--- config.mk ---
export PLATFORM = sky130hd
export DESIGN_NAME = surfaceOutput
export DESIGN_NICKNAME = d
export VERILOG_FILES = /design/src/common/surfacePkg.sv /design/src/design/surfaceOutput.sv
export SDC_FILE = /design/constraint.sdc
export NUM_CORES = 1
export LEC_CHECK = 0
export BUFFER_PORTS_ARGS = -buffer_cell sky130_fd_sc_hd__buf_2
export CORE_AREA = 2 2 201 203
export CTS_BUF_LIST = sky130_fd_sc_hd__clkbuf_8
export CTS_CLUSTER_DIAMETER = 150
export DETAILED_ROUTE_END_ITERATION = 6
export DIE_AREA = 0 0 203 205
export PLACE_DENSITY = 0.44
export SETUP_SLACK_MARGIN = 0.1
export SKIP_CTS_REPAIR_TIMING = 1
export SLEW_MARGIN = 40
export SYNTH_ARGS = -nofsm -noshare
export SYNTH_HDL_FRONTEND = slang
export SYNTH_SLANG_ARGS = --single-unit
--- constraint.sdc ---
create_clock -name clk -period 0.8 [get_ports clk]
set_input_delay 0.08 -clock clk [delete_from_list [all_inputs] [get_ports clk]]
set_output_delay 0.08 -clock clk [all_outputs]
set_load 0.005 [all_outputs]
--- src/common/surfacePkg.sv ---
package surfacePkg;

    // ----------------------------------------
    // Fixed point format
    // ----------------------------------------
    localparam int FixedWidth = 32;
    localparam int FracBits = 16;
    localparam logic signed [FixedWidth-1:0] FixedMax = {1'b0, {(FixedWidth - 1){1'b1}}};

    // Lanes per batch, and its log2
    localparam int TestUnitSize = 2;
    localparam int TestUnitSizeWidth = 1;

    localparam int PrimIndexWidth = 8;
    localparam int PrimCountWidth = 8;
    localparam int CheckerBit = 18;

    // Cycles from the last query to the last closest-hit update
    localparam int PipeDepth = 3;
    localparam int DrainWidth = 2;

    typedef logic [PrimIndexWidth-1:0] primIndexT;
    // One extra bit so an end index past the last entry does not wrap
    typedef logic [PrimIndexWidth:0] primSpanT;
    typedef logic [DrainWidth-1:0] drainCountT;

    localparam primIndexT GroundPrimIndex = '0;
    localparam primSpanT LaneStep = primSpanT'(TestUnitSize);
    localparam primSpanT LaneRound = primSpanT'(TestUnitSize - 1);
    localparam drainCountT DrainLast = drainCountT'(PipeDepth - 2);

    // ----------------------------------------
    // Shared records
    // ----------------------------------------
    typedef struct packed {
        logic signed [FixedWidth-1:0] x;
        logic signed [FixedWidth-1:0] y;
        logic signed [FixedWidth-1:0] z;
    } fixed3T;

    typedef struct packed {
        logic [7:0] r;
        logic [7:0] g;
        logic [7:0] b;
    } rgb8T;

    // invDir comes precomputed with the ray
    typedef struct packed {
        fixed3T origin;
        fixed3T dir;
        fixed3T invDir;
        primIndexT startPrim;
        logic [PrimCountWidth-1:0] numPrim;
        rgb8T clearColor;
    } rayT;

    typedef struct packed {
        fixed3T minCorner;
        fixed3T maxCorner;
        rgb8T color;
    } aabbT;

    // Asks for TestUnitSize boxes from baseIndex on
    typedef struct packed {
        logic queryValid;
        primIndexT baseIndex;
    } primQueryT;

    typedef struct packed {
        logic tagValid;
        primIndexT baseIndex;
        logic [TestUnitSize-1:0] laneMask;
    } batchTagT;

    typedef struct packed {
        logic hit;
        logic signed [FixedWidth-1:0] t;
        primIndexT primIndex;
    } laneHitT;

    typedef struct packed {
        logic hit;
        logic signed [FixedWidth-1:0] t;
        primIndexT primIndex;
        rgb8T color;
        logic isGround;
    } hitDataT;

    typedef struct packed {
        logic hit;
        primIndexT primIndex;
        logic signed [FixedWidth-1:0] t;
        fixed3T hitPos;
        rgb8T color;
        fixed3T viewDir;
    } surfaceOutT;

    // Q16.16 multiply with a full-width product
    function automatic logic signed [FixedWidth-1:0] fixedMul(
        input logic signed [FixedWidth-1:0] a,
        input logic signed [FixedWidth-1:0] b
    );
        logic signed [2*FixedWidth-1:0] prod;
        prod = a * b;
        return prod[FracBits +: FixedWidth];
    endfunction

endpackage

--- src/design/surfaceOutput.sv ---
`timescale 1ns/10ps

module surfaceOutput (
    input  logic                   clk,
    input  logic                   resetn,
    input  logic                   finish,
    input  surfacePkg::hitDataT    hitData,
    input  surfacePkg::fixed3T     hitPos,
    input  surfacePkg::fixed3T     viewDir,
    output logic                   valid,
    output surfacePkg::surfaceOutT surfaceOut
);

    logic darken;
    surfacePkg::rgb8T shadedColor;

    // Ground checker from bit 18 of x ^ z
    assign darken = hitData.hit && hitData.isGround
                    && (hitPos.x[surfacePkg::CheckerBit] ^ hitPos.z[surfacePkg::CheckerBit]);

    always_comb begin
        shadedColor = hitData.color;
        if (darken) begin
            shadedColor.r = hitData.color.r >> 1;
            shadedColor.g = hitData.color.g >> 1;
            shadedColor.b = hitData.color.b >> 1;
        end
    end

    always_ff @(posedge clk) begin
        if (finish) begin
            surfaceOut.hit <= hitData.hit;
            surfaceOut.primIndex <= hitData.primIndex;
            surfaceOut.t <= hitData.t;
            surfaceOut.hitPos <= hitPos;
            surfaceOut.color <= shadedColor;
            surfaceOut.viewDir <= viewDir;
        end
    end

    // One pulse per ray
    always_ff @(posedge clk or negedge resetn) begin
        if (!resetn) begin
            valid <= 1'b0;
        end else begin
            valid <= finish;
        end
    end

endmodule

=== Yosys cells after proc, flatten, opt, wreduce, memory -nomap -nowiden ===
Cells that the tools add are included.

* Input bits: 261
* Output and inout bits: 258
* Word-level logic and storage cells: 20
* Register bits after elaboration: 258

* Reductions and logical operators: 2
* Mux-type cells: 1
* Bitwise gates (word level): 1

{| class="wikitable"
|+ Operators by type and width
! cell !! count
|-
| $mux 23 || 1
|-
| $logic_and 1x1->1 || 2
|-
| $xor 1x1->1 || 1
|}

=== Depth between registers and ports, before layout ===
* Word-level depth: 3
* Depth in mapped cells: 5
* Gate-level depth less buffers: 3

=== Worst setup path after synthesis ===
OpenSTA, ideal clock, no wires.

* Path kind: input -> register
* Start point: in hitPos[18] (netlist name)
* End point: reg surfaceOut[100] (netlist name) (data pin)
* Cell stages on the path: 5
* Path buffers: 2
* Arrival time: 0.941 ns
* Required time: 0.540 ns
* Setup slack: -0.402 ns
* Library setup time: 0.260 ns
* Cells stage by stage: xor2_1 and3_1 buf_6 buf_12 mux2_4

{| class="wikitable"
|+ RTL lines
! item !! line !! source
|-
| start, declared || surfaceOutput.sv:8 || <nowiki>input surfacePkg::fixed3T hitPos,</nowiki>
|-
| end, declared || surfaceOutput.sv:11 || <nowiki>output surfacePkg::surfaceOutT surfaceOut</nowiki>
|}

=== Worst setup path in the final report ===
* Start point: reg surfaceOut[115] (netlist name)
* End point: out surfaceOut[115] (netlist name)

No word-level cell between the ends.

==> results by stage <==
Place:
- The detailed placer's ending HPWL is 19250 um.
- The number of input and output port buffers inserted is 518.
- The final RePlAce weighted congestion is 0.7352.
- The worst slack at placement is -540.3 ps.
- The number of placed instances, taps included is 1359.

GRT:
- The first global-routing pass estimated 33470 um of wire.
- The met3 demand-to-capacity share in global routing is 0.05807.
- Entering global routing, the biggest net connects 27 pins.
- The number of antenna violations at the first check in global routing is 1.
- Across every metal layer, demand over resource in global routing totals 0.1102.
- The via count of the first global-routing pass was 5521.
- The total grt overflow is 0.
- In the global route stage, met1 resource usage came out at 0.1125.
- The layer with the highest usage is met2.
- For met2 alone, demand over resource in global routing was 0.1917.

Cells and area:
- The net count of the finished layout is 1405.
- The layout overhead on the synthesized area is 86.38%.
- The number of filler cells placed in the layout is 3728.
- In the final layout, the share of cells above drive strength 1 is 0.5336.
- The final standard cell count with taps included and fillers excluded is 1703.
- The library cells used most frequently in the layout, excluding fill and tap cells, are 516 x buf_2, 261 x dlygate4sd3_1, 257 x edfxtp_1, 47 x clkbuf_8, 25 x buf_4.
- The library cell used most frequently in the layout, excluding fill and tap cells, is buf_2.
- The core utilization of the finished layout is 0.3846.

STA:
- Dividing the final minimum period by the clock period gives 1.557.
- The final hold violation count is 15.
- Across all hold checks on the routed design, the worst slack comes to -13.18 ps.
- The final count of negative-setup-slack endpoints is 280.
- Setup repair after global routing could not meet its margin everywhere.
- The timing-limited maximum frequency is 802.7 MHz.
- The final number of max-transition violations came to 0.
- The worst-margin pin slew is 397.3 ps.
- In the post-route analysis, the smallest setup slack over all paths is -445.9 ps.
- Subtracting the final worst setup slack from the clock period gives 1246 ps.
- In this run the tightest slew margin relative to its limit is 0.7343.

Logic synthesis:
- For this run, the register share of the synthesized area comes to 0.9532.
- The number of warnings issued by yosys is 0.
- In this run, synthesis produced a sequential element count of 258.
- The number of nets handed over by synthesis was 548.
- Ranked by total cell area, the synthesized netlist is headed by edfxtp_1 95%, mux2_4 3.1%, mux2_2 0.55%.
- Synthesis produced 287 cells.
- Counting distinct cell types in the post-synthesis netlist gives 10.
- The synthesized design spends more area on one cell type than any other, namely edfxtp_1.
- Each instance of the synthesized netlist takes up on average 28.30 um^2.
- The area share of the largest cell type after synthesis is 0.9501.
- The cell area that synthesis handed to floorplanning was 8123 um^2.

Floorplanning:
- From left edge to right edge, the die measures 203 um.
- The die outline area is 41620 um^2.
- The initial core utilization is 0.2063.
- The core region is 39370 um^2.
- The floorplan has 73 rows.
- The chip height is 205 um.
- 519 I/O pins were placed.

Clock network:
- The clock tree synthesis step divided the H-tree into 2 levels.
- The TritonCTS clock tree is done.
- The longest clock path from root to sink contains 3 buffers.
- The tree is rooted in a clkbuf_8.
- Counting the buffers created by CTS gives 44.
- After clock tree synthesis, the clock-pin slew on the worst setup and hold paths is 60 ps.
- The clock net sink count is 258.

Detailed routing:
- The overall via count from detail_route is 6174.
- The first routing iteration left 200 violations.
- In the routed design, unresolved DRC markers number 0.
- The total iterations of the first detailed-routing run is 4.
- The total routed wirelength is 27250 um.
- Dividing the detail-routed via count by the number of cells gives 3.625.
- The count of nets left with antenna violations once routing finished came out at 0.
- After detailed routing, the average wire length per cell comes to 16.00 um.

Power:
- The net switching power is 6.962 mW.
- Of the total power, the clock network draws 0.347.
- The switching part of the total power is 0.2267.
- Of the total power, combinational logic draws 0.120.
- The share of total power in sequential cells is 0.533.
- Power spread over the standard cell area amounts to 2028 nW/um^2.
- Internal power comes to 23.74 mW.
- The leakage power total is 6.480 nW.
- The peak ir drop on the vdd network is 1.265 mV.

Critical path:
- The worst setup path is captured at an output port.
- The signal arrival time at the worst endpoint is 1170 ps.
- The critical path goes through buf_2.
- The number of buffers and inverters on the critical path is 1.
- The cell with the biggest individual delay on the critical path is edfxtp_1.
- Data on the critical path is required at its endpoint by 720 ps.
- In this design, the largest share of critical-path delay is due to flip-flops.
- For this run, the slowest stage of the critical path takes 420 ps.
- Along the worst path, the maximum fanout reaches 1.
- The type of the setup path with the least slack is flip-flop to output port.
- The startpoint type of the worst setup path is a flip-flop.

Status:
- The flow ran to the end, but the final reports show violations.
- The final reports fail on hold timing, setup timing.

Hold path:
- The path class of the tightest hold or removal check is primary input to flip-flop.

Run:
- Max-cap violations in this run came to 0.
[per-stage QoR]
stage	setup TNS [ps]	power (mW)	cell area (um^2)
finish	-94180	30.70	15140
floorplan	-7628	16.99	8123
detailed placement	-24230	19.29	11680
global placement	-24340	19.30	11680
global route	-118230	32.17	15140
CTS	-108300	30.17	12460
[routing by layer]
layer	vias up	part of all wire
met5	-	0
met4	0	0.020
met3	40	0.11
met2	337	0.51
met1	2901	0.36
li1	2896	-
[state kept, by name, indices dropped and copies added, names as in the netlist]
| name | flops |
|---|---|
| valid | 1 |
| surfaceOut | 257 |
[power groups by stage]
stage / clock, mW / sequential [mW] / combinational, mW
after floorplan: 0 / 16.8 / 0.185
after global placement: 0 / 16.6 / 2.66
after detailed placement: 0 / 16.6 / 2.65
after CTS: 11.1 / 16.4 / 2.65
after global routing: 11.7 / 16.5 / 3.99
final: 10.6 / 16.4 / 3.69
[path summary, 6_finish.rpt]
check / end / cells past startpoint / from
setup / recovery: surfaceOut[115] / 1 / surfaceOut[115]$_DFFE_PP_
hold / removal: surfaceOut[134]$_DFFE_PP_ / 2 / finish
max in group asynchronous: valid$_DFF_PN0_ / 3 / resetn
min in group asynchronous: valid$_DFF_PN0_ / 3 / resetn
[cell type report]
| type | instances | area [um^2] | area share |
|---|---|---|---|
| clock inverter | 32 | 135.1 | 0.008926 |
| sequential | 258 | 7742 | 0.5114 |
| clock buffer | 47 | 646.9 | 0.04273 |
| tap | 525 | 656.9 | 0.04339 |
| antenna | 1 | 2.502 | 0.0001653 |
| timing repair buffer | 814 | 5609 | 0.3705 |
| multi-input combinational | 26 | 346.6 | 0.02289 |
[cells by family after synthesis]
logic type / after synthesis / share of synthesized area
flip-flops: 258 / 0.9532
multiplexers: 21 / 0.03697
AND/OR/NAND/NOR: 4 / 0.003081
buffers and inverters: 3 / 0.005699
XOR/XNOR: 1 / 0.001078
[cell usage after synthesis]
master and number:
mux2_2 4, buf_12 1, mux2_4 17, nor2b_1 3
buf_6 1, buf_8 1, dfrtp_1 1, and3_1 1
xor2_1 1, edfxtp_1 257
Power figures use the tool's default switching activity.
