$ cat config.mk
export PLATFORM = sky130hd
export DESIGN_NAME = primitiveSequencer
export DESIGN_NICKNAME = d
export VERILOG_FILES = /design/src/common/surfacePkg.sv /design/src/design/primitiveSequencer.sv
export SDC_FILE = /design/constraint.sdc
export NUM_CORES = 1
export LEC_CHECK = 0
export ABC_CLOCK_PERIOD_IN_PS = 21000
export BUFFER_PORTS_ARGS = -buffer_cell sky130_fd_sc_hd__buf_2
export CAP_MARGIN = 20
export CORE_AREA = 2 2 266 268
export DETAILED_ROUTE_END_ITERATION = 8
export DIE_AREA = 0 0 268 270
export GPL_ROUTABILITY_DRIVEN = 0
export HOLD_SLACK_MARGIN = 0.06
export PLACE_DENSITY = 0.66
export RECOVER_POWER = 50
export SETUP_SLACK_MARGIN = 0.05
export SYNTH_ARGS = -nofsm -noshare
export SYNTH_HDL_FRONTEND = slang
export SYNTH_SLANG_ARGS = --single-unit
$ cat constraint.sdc
create_clock -name clk -period 21 [get_ports clk]
set_input_delay 3.15 -clock clk [delete_from_list [all_inputs] [get_ports clk]]
set_output_delay 3.15 -clock clk [all_outputs]
set_load 0.02 [all_outputs]
$ cat src/common/surfacePkg.sv
package surfacePkg;

    // ----------------------------------------
    // Fixed point format
    // ----------------------------------------
    localparam int FixedWidth = 32;
    localparam int FracBits = 16;
    localparam logic signed [FixedWidth-1:0] FixedMax = {1'b0, {(FixedWidth - 1){1'b1}}};

    // Lanes per batch, and its log2
    localparam int TestUnitSize = 2;
    localparam int TestUnitSizeWidth = 1;

    localparam int PrimIndexWidth = 8;
    localparam int PrimCountWidth = 8;
    localparam int CheckerBit = 18;

    // Cycles from the last query to the last closest-hit update
    localparam int PipeDepth = 3;
    localparam int DrainWidth = 2;

    typedef logic [PrimIndexWidth-1:0] primIndexT;
    // One extra bit so an end index past the last entry does not wrap
    typedef logic [PrimIndexWidth:0] primSpanT;
    typedef logic [DrainWidth-1:0] drainCountT;

    localparam primIndexT GroundPrimIndex = '0;
    localparam primSpanT LaneStep = primSpanT'(TestUnitSize);
    localparam primSpanT LaneRound = primSpanT'(TestUnitSize - 1);
    localparam drainCountT DrainLast = drainCountT'(PipeDepth - 2);

    // ----------------------------------------
    // Shared records
    // ----------------------------------------
    typedef struct packed {
        logic signed [FixedWidth-1:0] x;
        logic signed [FixedWidth-1:0] y;
        logic signed [FixedWidth-1:0] z;
    } fixed3T;

    typedef struct packed {
        logic [7:0] r;
        logic [7:0] g;
        logic [7:0] b;
    } rgb8T;

    // invDir comes precomputed with the ray
    typedef struct packed {
        fixed3T origin;
        fixed3T dir;
        fixed3T invDir;
        primIndexT startPrim;
        logic [PrimCountWidth-1:0] numPrim;
        rgb8T clearColor;
    } rayT;

    typedef struct packed {
        fixed3T minCorner;
        fixed3T maxCorner;
        rgb8T color;
    } aabbT;

    // Asks for TestUnitSize boxes from baseIndex on
    typedef struct packed {
        logic queryValid;
        primIndexT baseIndex;
    } primQueryT;

    typedef struct packed {
        logic tagValid;
        primIndexT baseIndex;
        logic [TestUnitSize-1:0] laneMask;
    } batchTagT;

    typedef struct packed {
        logic hit;
        logic signed [FixedWidth-1:0] t;
        primIndexT primIndex;
    } laneHitT;

    typedef struct packed {
        logic hit;
        logic signed [FixedWidth-1:0] t;
        primIndexT primIndex;
        rgb8T color;
        logic isGround;
    } hitDataT;

    typedef struct packed {
        logic hit;
        primIndexT primIndex;
        logic signed [FixedWidth-1:0] t;
        fixed3T hitPos;
        rgb8T color;
        fixed3T viewDir;
    } surfaceOutT;

    // Q16.16 multiply with a full-width product
    function automatic logic signed [FixedWidth-1:0] fixedMul(
        input logic signed [FixedWidth-1:0] a,
        input logic signed [FixedWidth-1:0] b
    );
        logic signed [2*FixedWidth-1:0] prod;
        prod = a * b;
        return prod[FracBits +: FixedWidth];
    endfunction

endpackage

$ cat src/design/primitiveSequencer.sv
`timescale 1ns/10ps

module primitiveSequencer (
    input  logic                  clk,
    input  logic                  resetn,
    input  logic                  addInput,
    input  surfacePkg::rayT       ray,
    output logic                  fifoFull,
    input  logic                  outputFull,
    output surfacePkg::primQueryT primQuery,
    output surfacePkg::batchTagT  batchTag,
    output surfacePkg::rayT       curRay,
    output logic                  startRay,
    output logic                  finish
);

    typedef enum logic [1:0] {Idle, Scan, Drain, Done} seqStateT;

    seqStateT state;
    surfacePkg::rayT rayBuf;
    surfacePkg::primSpanT batchIdx;
    surfacePkg::primSpanT alignedEnd;
    surfacePkg::primSpanT realEnd;
    surfacePkg::primSpanT startExt;
    surfacePkg::primSpanT numExt;
    surfacePkg::primSpanT alignedCount;
    surfacePkg::drainCountT drainCnt;
    logic [surfacePkg::TestUnitSize-1:0] laneMask;
    logic takeRay;
    logic moreBatches;

    assign takeRay = (state == Idle) && fifoFull;

    // Round the count up to whole batches
    assign startExt = surfacePkg::primSpanT'(rayBuf.startPrim);
    assign numExt = surfacePkg::primSpanT'(rayBuf.numPrim);
    assign alignedCount = ((numExt + surfacePkg::LaneRound) >> surfacePkg::TestUnitSizeWidth)
                          << surfacePkg::TestUnitSizeWidth;

    assign moreBatches = batchIdx < alignedEnd;

    // Padded lanes past the real end stay masked
    always_comb begin
        for (int i = 0; i < surfacePkg::TestUnitSize; i++) begin
            laneMask[i] = (batchIdx + surfacePkg::primSpanT'(i)) < realEnd;
        end
    end

    // Single-entry ray buffer
    always_ff @(posedge clk) begin
        if (addInput && !fifoFull) begin
            rayBuf <= ray;
        end
    end

    always_ff @(posedge clk) begin
        if (takeRay) begin
            curRay <= rayBuf;
        end
    end

    // ----------------------------------------
    // Control FSM
    // ----------------------------------------
    always_ff @(posedge clk or negedge resetn) begin
        if (!resetn) begin
            state <= Idle;
            fifoFull <= 1'b0;
            startRay <= 1'b0;
            finish <= 1'b0;
            primQuery <= '0;
            batchTag <= '0;
            batchIdx <= '0;
            alignedEnd <= '0;
            realEnd <= '0;
            drainCnt <= '0;
        end else begin
            startRay <= 1'b0;
            finish <= 1'b0;
            primQuery.queryValid <= 1'b0;
            batchTag.tagValid <= 1'b0;

            if (takeRay) begin
                fifoFull <= 1'b0;
            end else if (addInput && !fifoFull) begin
                fifoFull <= 1'b1;
            end

            case (state)
                Idle: begin
                    if (fifoFull) begin
                        startRay <= 1'b1;
                        batchIdx <= startExt;
                        alignedEnd <= startExt + alignedCount;
                        realEnd <= startExt + numExt;
                        state <= Scan;
                    end
                end
                Scan: begin
                    // One batch per cycle
                    if (moreBatches) begin
                        primQuery.queryValid <= 1'b1;
                        primQuery.baseIndex <= surfacePkg::primIndexT'(batchIdx);
                        batchTag.tagValid <= 1'b1;
                        batchTag.baseIndex <= surfacePkg::primIndexT'(batchIdx);
                        batchTag.laneMask <= laneMask;
                        batchIdx <= batchIdx + surfacePkg::LaneStep;
                    end else begin
                        drainCnt <= '0;
                        state <= Drain;
                    end
                end
                Drain: begin
                    // Let the last batch reach the record
                    if (drainCnt == surfacePkg::DrainLast) begin
                        state <= Done;
                    end else begin
                        drainCnt <= drainCnt + 1'b1;
                    end
                end
                Done: begin
                    if (!outputFull) begin
                        finish <= 1'b1;
                        state <= Idle;
                    end
                end
                default: begin
                    state <= Idle;
                end
            endcase
        end
    end

endmodule

# Word level (Yosys, flattened, before mapping)
# Cells that the tools add are included.
classes:
  addsub: 6
  order_cmp: 3
  eq_ne: 10
  muxes: 21
  n_reduce_logical: 12
ops:
  columns: ["operator", "count"]
  rows:
  - ["$mux 9", 4]
  - ["$lt 9x9->1", 3]
  - ["$mux 11", 2]
  - ["$pmux 9 s2", 1]
  - ["$mux 2", 6]
  - ["$ne 2x2->1 const B", 6]
  - ["$add 8x1->9 const B", 1]
  - ["$add 8x8->9", 1]
  - ["$add 8x9->9", 1]
  - ["$add 9x1->9 const B", 1]
  - ["$add 9x2->9 const B", 1]
  - ["$pmux 2 s4", 1]
  - ["$mux 1", 6]
  - ["$reduce_and 3->1", 2]
  - ["$reduce_bool 2->1", 3]
  - ["$eq 2x1->1 const B", 2]
  - ["$eq 2x2->1 const B", 2]
  - ["$pmux 2 s2", 1]
  - ["$reduce_and 2->1", 2]
  - ["$reduce_and 4->1", 1]
  - ["$add 2x1->2 const B", 1]
  - ["$logic_and 1x1->1", 2]
  - ["$logic_not 2->1", 1]
  - ["$logic_not 1->1", 1]
totals:
  register_bits: 702
  inputBits: 332
  output_inout_bits: 351
  elab_cells: 92

# Depth between registers and ports, before layout
logic_depth:
  depth_word: 4
  depth_mapped: 10
  mapped_depth_nobuf: 10

# Least setup slack after synthesis
# OpenSTA, ideal clock, no wires.
synth_path:
  path_type: "input port to flip-flop"
  start: "input addInput"
  end: "register rayBuf, in the netlist numExt[0], enable pin"
  arrival_time_ps: 17273
  required_ps: 19942
  slack_ps: 2668
  cell_stages: 1
  n_path_buf: 0
  path_cell_list: "nor2b_1"
synth_via:
  elab_chain_len: 1
synth_lines:
  columns: ["element", "line", "text"]
  rows:
  - ["start, declared", "primitiveSequencer.sv:6", "input logic addInput,"]
  - ["$logic_and 1x1->1", "primitiveSequencer.sv:51", "if (addInput && !fifoFull) begin"]
  - ["end signal, assigned", "primitiveSequencer.sv:52", "rayBuf <= ray;"]
  - ["end, declared", "primitiveSequencer.sv:20", "surfacePkg::rayT rayBuf;"]
# Every way passes these cells.
# A chain may end at the register's enable or synchronous reset.

# Worst setup path in the final report
layout_path:
  start: "register state[1]"
  end: "register curRay[230] (netlist bit), enable pin"
layout_via:
  elab_chain_len: 2
layout_lines:
  columns: ["element", "line", "text"]
  rows:
  - ["start, declared", "primitiveSequencer.sv:19", "seqStateT state;"]
  - ["start signal, assigned", "primitiveSequencer.sv:67", "state <= Idle;"]
  - ["start signal, assigned", "primitiveSequencer.sv:96", "state <= Scan;"]
  - ["start signal, assigned", "primitiveSequencer.sv:110", "state <= Drain;"]
  - ["$logic_not 2->1", "primitiveSequencer.sv:32", "assign takeRay = (state == Idle) && fifoFull;"]
  - ["$logic_and 1x1->1", "primitiveSequencer.sv:32", null]
  - ["end signal, assigned", "primitiveSequencer.sv:58", "curRay <= rayBuf;"]
  - ["end, declared", "primitiveSequencer.sv:12", "output surfacePkg::rayT curRay,"]
# Every way passes these cells.

==> summary by stage <==
Pwr
Power spread over the standard cell area amounts to 143 nW/um^2. Of the total power, the share spent switching nets is 0.314. Of the total power, registers draw 0.487. The share of total power dissipated in the clock network is 0.291. Across the VDD grid, the largest voltage drop is 111 uV. In this run the power spent charging and discharging nets is approximately 1400 uW.

The combinational share of power is 0.221. Summed over all cells, the static leakage comes to between 0.01 and 0.015 uW. The internal portion of total power is just under 3000 uW.

Route
The wire length per cell after detailed routing is 20.7 microns. The detailed-routing iteration count for the pre-antenna-repair pass is 7. In this run, the number of DRC markers left after iteration 0 of detailed routing was 810. The via count of the routed design is 12.5k. The vias per cell is between 4 and 5.

The routed design has 58.4 mm of wire. The count of unresolved DRC violations after routing is 0. The post-detailed-route count of antenna-violating nets is 0.

Clocking
The number of setup buffers added after CTS is 0. Clock tree synthesis selected as its root buffer the cell sky130_fd_sc_hd__clkbuf_16. The quantity of hold-fixing buffers added after cts is 0. Clock latency on the worst-skew pair, taken at its later pin, is 0.62 ns.

The number of sinks on the clock net is 701. The deepest level of the CTS H-tree is 3. The TritonCTS buffer count is 75.

The post-cts resize count is 0. The clock-pin slew of the registers on the worst-case setup and hold paths is 0.06 ns. The TritonCTS clock tree is done. The clock passes through at most 3 buffers.

Global route
After global routing the overflow that remains totals 0. The largest net degree at the start of global routing is roughly 130. The number of global-route vias before repair is between 10k and 15k. The number of antenna violations at the first check in global routing came to 23. The first global-routing pass estimated about 84 mm of wire. For this run, the total global-route usage over all layers was measured as 0.158.

Timing
The final count of hold timing violations is 0. The sum of negative setup slack is 0 ns. Dividing the final minimum period by the clock period gives 0.427. Setup violations remaining at the end of the flow were counted as 0. After layout, the worst setup slack is approximately 12 ns. The worst clock skew is 0.0257 ns. The clock period could shrink to 8.96 ns.

The worst pin sits at a relative slew slack of -2.94. Setup repair after global routing left no endpoint under its margin. The number of max-slew violations in the final report came to approximately 230.

The top achievable clock speed is roughly 0.11 GHz. The slew of the pin with the lowest slew margin is 5.88 ns.

Yosys
Counting distinct cell types in the post-synthesis netlist gives 60. The post-synthesis instance area is roughly 23,000 sq um. The count of synthesis-stage warnings from yosys is 0. In this run, synthesis produced a sequential element count of ~700. Yosys mapped a number of flops with a built-in enable equal to roughly 660.

Counting every instance in the synthesized netlist gives around 1.1k. In this run the mean area of a mapped cell was 21.7 sq um. The post-synth net total is between 1k and 1.5k. The share of flip-flops with an asynchronous set or reset after synthesis is 0.0642. Among all flip-flop cells after synthesis, the most frequent one is sky130_fd_sc_hd__edfxtp_1. Of the synthesized area, sequential elements account for 0.895.

Setup path
Traced cell by cell, the critical path runs through inv_1, ha_1, nand2_1, clkinvlp_2, clkbuf_1, buf_4. STA classifies the critical path endpoint as a flop. Together, buffers and inverters on the worst path number 4. Data arrives at the worst endpoint at 9.19 ns.

The slowest stage of the critical path belongs to the cell sky130_fd_sc_hd__clkinvlp_2. The largest fanout of any net on the critical path is roughly 130. The slack of the worst reg-to-reg path is between 10 and 15 ns.

Data on the critical path is required at its endpoint by ~21 ns. On the worst path, the slowest cell contributes a delay of 4.32 ns. The startpoint-to-endpoint class of the critical path is reg -> reg.

The critical path startpoint category is a flop. On the critical path the largest part of the delay comes from buffers and inverters. The worst register-to-register path begins at state[1]. The most critical setup path has its startpoint at state[1].

Placement
Prior to clock tree synthesis, the placed netlist has a worst setup slack of roughly 14 ns. Summed over all nets, the half-perimeter wirelength after detailed placement is about 42 mm. The count of buffers from port buffering is roughly 680.

Cells and area
Of the cells placed in the final design, the portion with a size suffix greater than 1 is 0.417. The area growth from synthesis to layout is 29.7%. For this run, the post-layout net count is about 2.2k. The final core area utilization is 0.434. Fill cells in the final layout number around 6.1k.

In the layout the commonest cells are sky130_fd_sc_hd__edfxtp_1 (656), sky130_fd_sc_hd__buf_2 (656), sky130_fd_sc_hd__clkbuf_16 (75).

Worst hold path
The startpoint identified for the worst hold timing path is rayBuf[239]. The tightest min-delay check is of the reg -> reg type.

Die
The floorplan step defined a die boundary enclosing 72,400 sq um. In this run the count of I/O pins placed on the die edge is slightly below 700. In this run the core area contains 97 standard-cell rows. The starting density of the core is 0.335. After floorplanning, the core was sized to cover about 70,000 sq um. The die is 270 microns tall.

The width of the die is between 200 and 300 microns.

Flow run
Across the run, the number of max-cap violations was 3.

Outcome
The checks that failed: max-capacitance violations, max-slew violations. The run finished, with violations left.
## sequential cells by signal, indices dropped and copies added, names as in the netlist
name        flops
alignedEnd      9
batchIdx        9
batchTag       11
curRay        328
drainCnt        2
fifoFull        1
finish          1
numExt          8
rayBuf        320
realEnd         9
startRay        1
state           2
## metrics by stage
| stage | cell area, sq um | instances | total power (uW) | hold WS (ns) |
|---|---|---|---|---|
| after floorplan | 23300 | 1071 | 2810 | 0.400 |
| after global placement | 27800 | 2681 | 3060 | 0.400 |
| after detailed placement | 27800 | 2681 | 3090 | 0.405 |
| after CTS | 30200 | 2816 | 4360 | 0.406 |
| after global routing | 30200 | 2824 | 4530 | 0.416 |
| final | 30200 | 2828 | 4320 | 0.408 |
## cell usage after synthesis (2+ instances only)
master	instances	area (sq um)
sky130_fd_sc_hd__a211o_1	2	17.5
sky130_fd_sc_hd__a211oi_1	6	45.0
sky130_fd_sc_hd__a21o_1	3	22.5
sky130_fd_sc_hd__a21oi_1	16	80.1
sky130_fd_sc_hd__a31oi_1	4	25.0
sky130_fd_sc_hd__and2_1	3	18.8
sky130_fd_sc_hd__and3_1	9	56.3
sky130_fd_sc_hd__buf_2	6	30.0
sky130_fd_sc_hd__buf_4	10	75.1
sky130_fd_sc_hd__clkbuf_1	5	18.8
sky130_fd_sc_hd__dfrtp_1	45	1130
sky130_fd_sc_hd__edfxtp_1	656	19700
sky130_fd_sc_hd__fa_1	2	40.0
sky130_fd_sc_hd__ha_1	47	588
sky130_fd_sc_hd__inv_1	31	116
sky130_fd_sc_hd__inv_2	2	7.51
sky130_fd_sc_hd__mux2i_1	3	30.0
sky130_fd_sc_hd__nand2_1	61	229
sky130_fd_sc_hd__nand2b_1	5	31.3
sky130_fd_sc_hd__nand3_1	16	80.1
sky130_fd_sc_hd__nand4_1	4	25.0
sky130_fd_sc_hd__nor2_1	24	90.1
sky130_fd_sc_hd__nor2b_1	6	37.5
sky130_fd_sc_hd__nor3_1	7	35.0
sky130_fd_sc_hd__nor3b_1	4	30.0
sky130_fd_sc_hd__o211ai_1	8	60.1
sky130_fd_sc_hd__o21ai_0	24	120
sky130_fd_sc_hd__o21ai_1	7	35.0
sky130_fd_sc_hd__o22ai_1	2	12.5
sky130_fd_sc_hd__o31ai_1	3	22.5
sky130_fd_sc_hd__o32ai_1	2	17.5
sky130_fd_sc_hd__or3_1	2	12.5
sky130_fd_sc_hd__xnor2_1	11	96.3
sky130_fd_sc_hd__xor2_1	9	78.8
## kinds of logic (layout without fill, tap and decap cells)
family,count (synthesis),after routing,synth area share
other,0,10,0
AND/OR/NAND/NOR,148,148,0.0304
XOR/XNOR,20,20,0.00753
adder cells (fa/ha/maj),49,49,0.0270
multiplexers,5,5,0.00242
flip-flops,701,701,0.895
AO/OA/AOI/OAI,93,93,0.0271
buffers and inverters,55,862,0.0108
## routing by layer
metal | track usage | part of all wire
met5 | 0 | 0.0012
met2 | 0.280 | 0.52
met4 | 0.0557 | 0.025
met3 | 0.0600 | 0.096
met1 | 0.172 | 0.36
## worst paths after layout
path                                 end  cells past startpoint
min in group asynchronous    batchTag[5]                      1
hold reg to reg              curRay[239]                      0
hold / removal               curRay[239]                      0
max in group asynchronous  alignedEnd[5]                      2
setup reg to reg             curRay[230]                      6
setup / recovery             curRay[230]                      6
## power by group through the flow
stage | combinational (uW) | clock, uW | sequential, uW
3_3_place_gp | 958 | 0 | 2100
2_1_floorplan | 406 | 0 | 2400
6_report | 956 | 1260 | 2100
5_1_grt | 1050 | 1350 | 2140
4_1_cts | 981 | 1290 | 2090
3_5_place_dp | 978 | 0 | 2110
## final cells by class
| cell class | count | area (sq um) | share of cell area |
|---|---|---|---|
| antenna | 10 | 25.0 | 0.000829 |
| clock buffer | 83 | 1910 | 0.0632 |
| clock inverter | 52 | 472 | 0.0156 |
| inverter | 33 | 125 | 0.00415 |
| multi-input combinational | 315 | 2170 | 0.0718 |
| sequential | 701 | 20800 | 0.690 |
| tap | 940 | 1180 | 0.0390 |
| timing repair buffer | 694 | 3480 | 0.115 |
## worst reg2reg max path, cell delays in order, from the launching register on
cell,delay [ns]
sky130_fd_sc_hd__dfrtp_1,0.40
sky130_fd_sc_hd__inv_1,0.08
sky130_fd_sc_hd__ha_1,0.31
sky130_fd_sc_hd__nand2_1,0.14
sky130_fd_sc_hd__clkinvlp_2,4.32
sky130_fd_sc_hd__clkbuf_1,2.38
sky130_fd_sc_hd__buf_4,0.94
(Power assumes the default switching activity.)
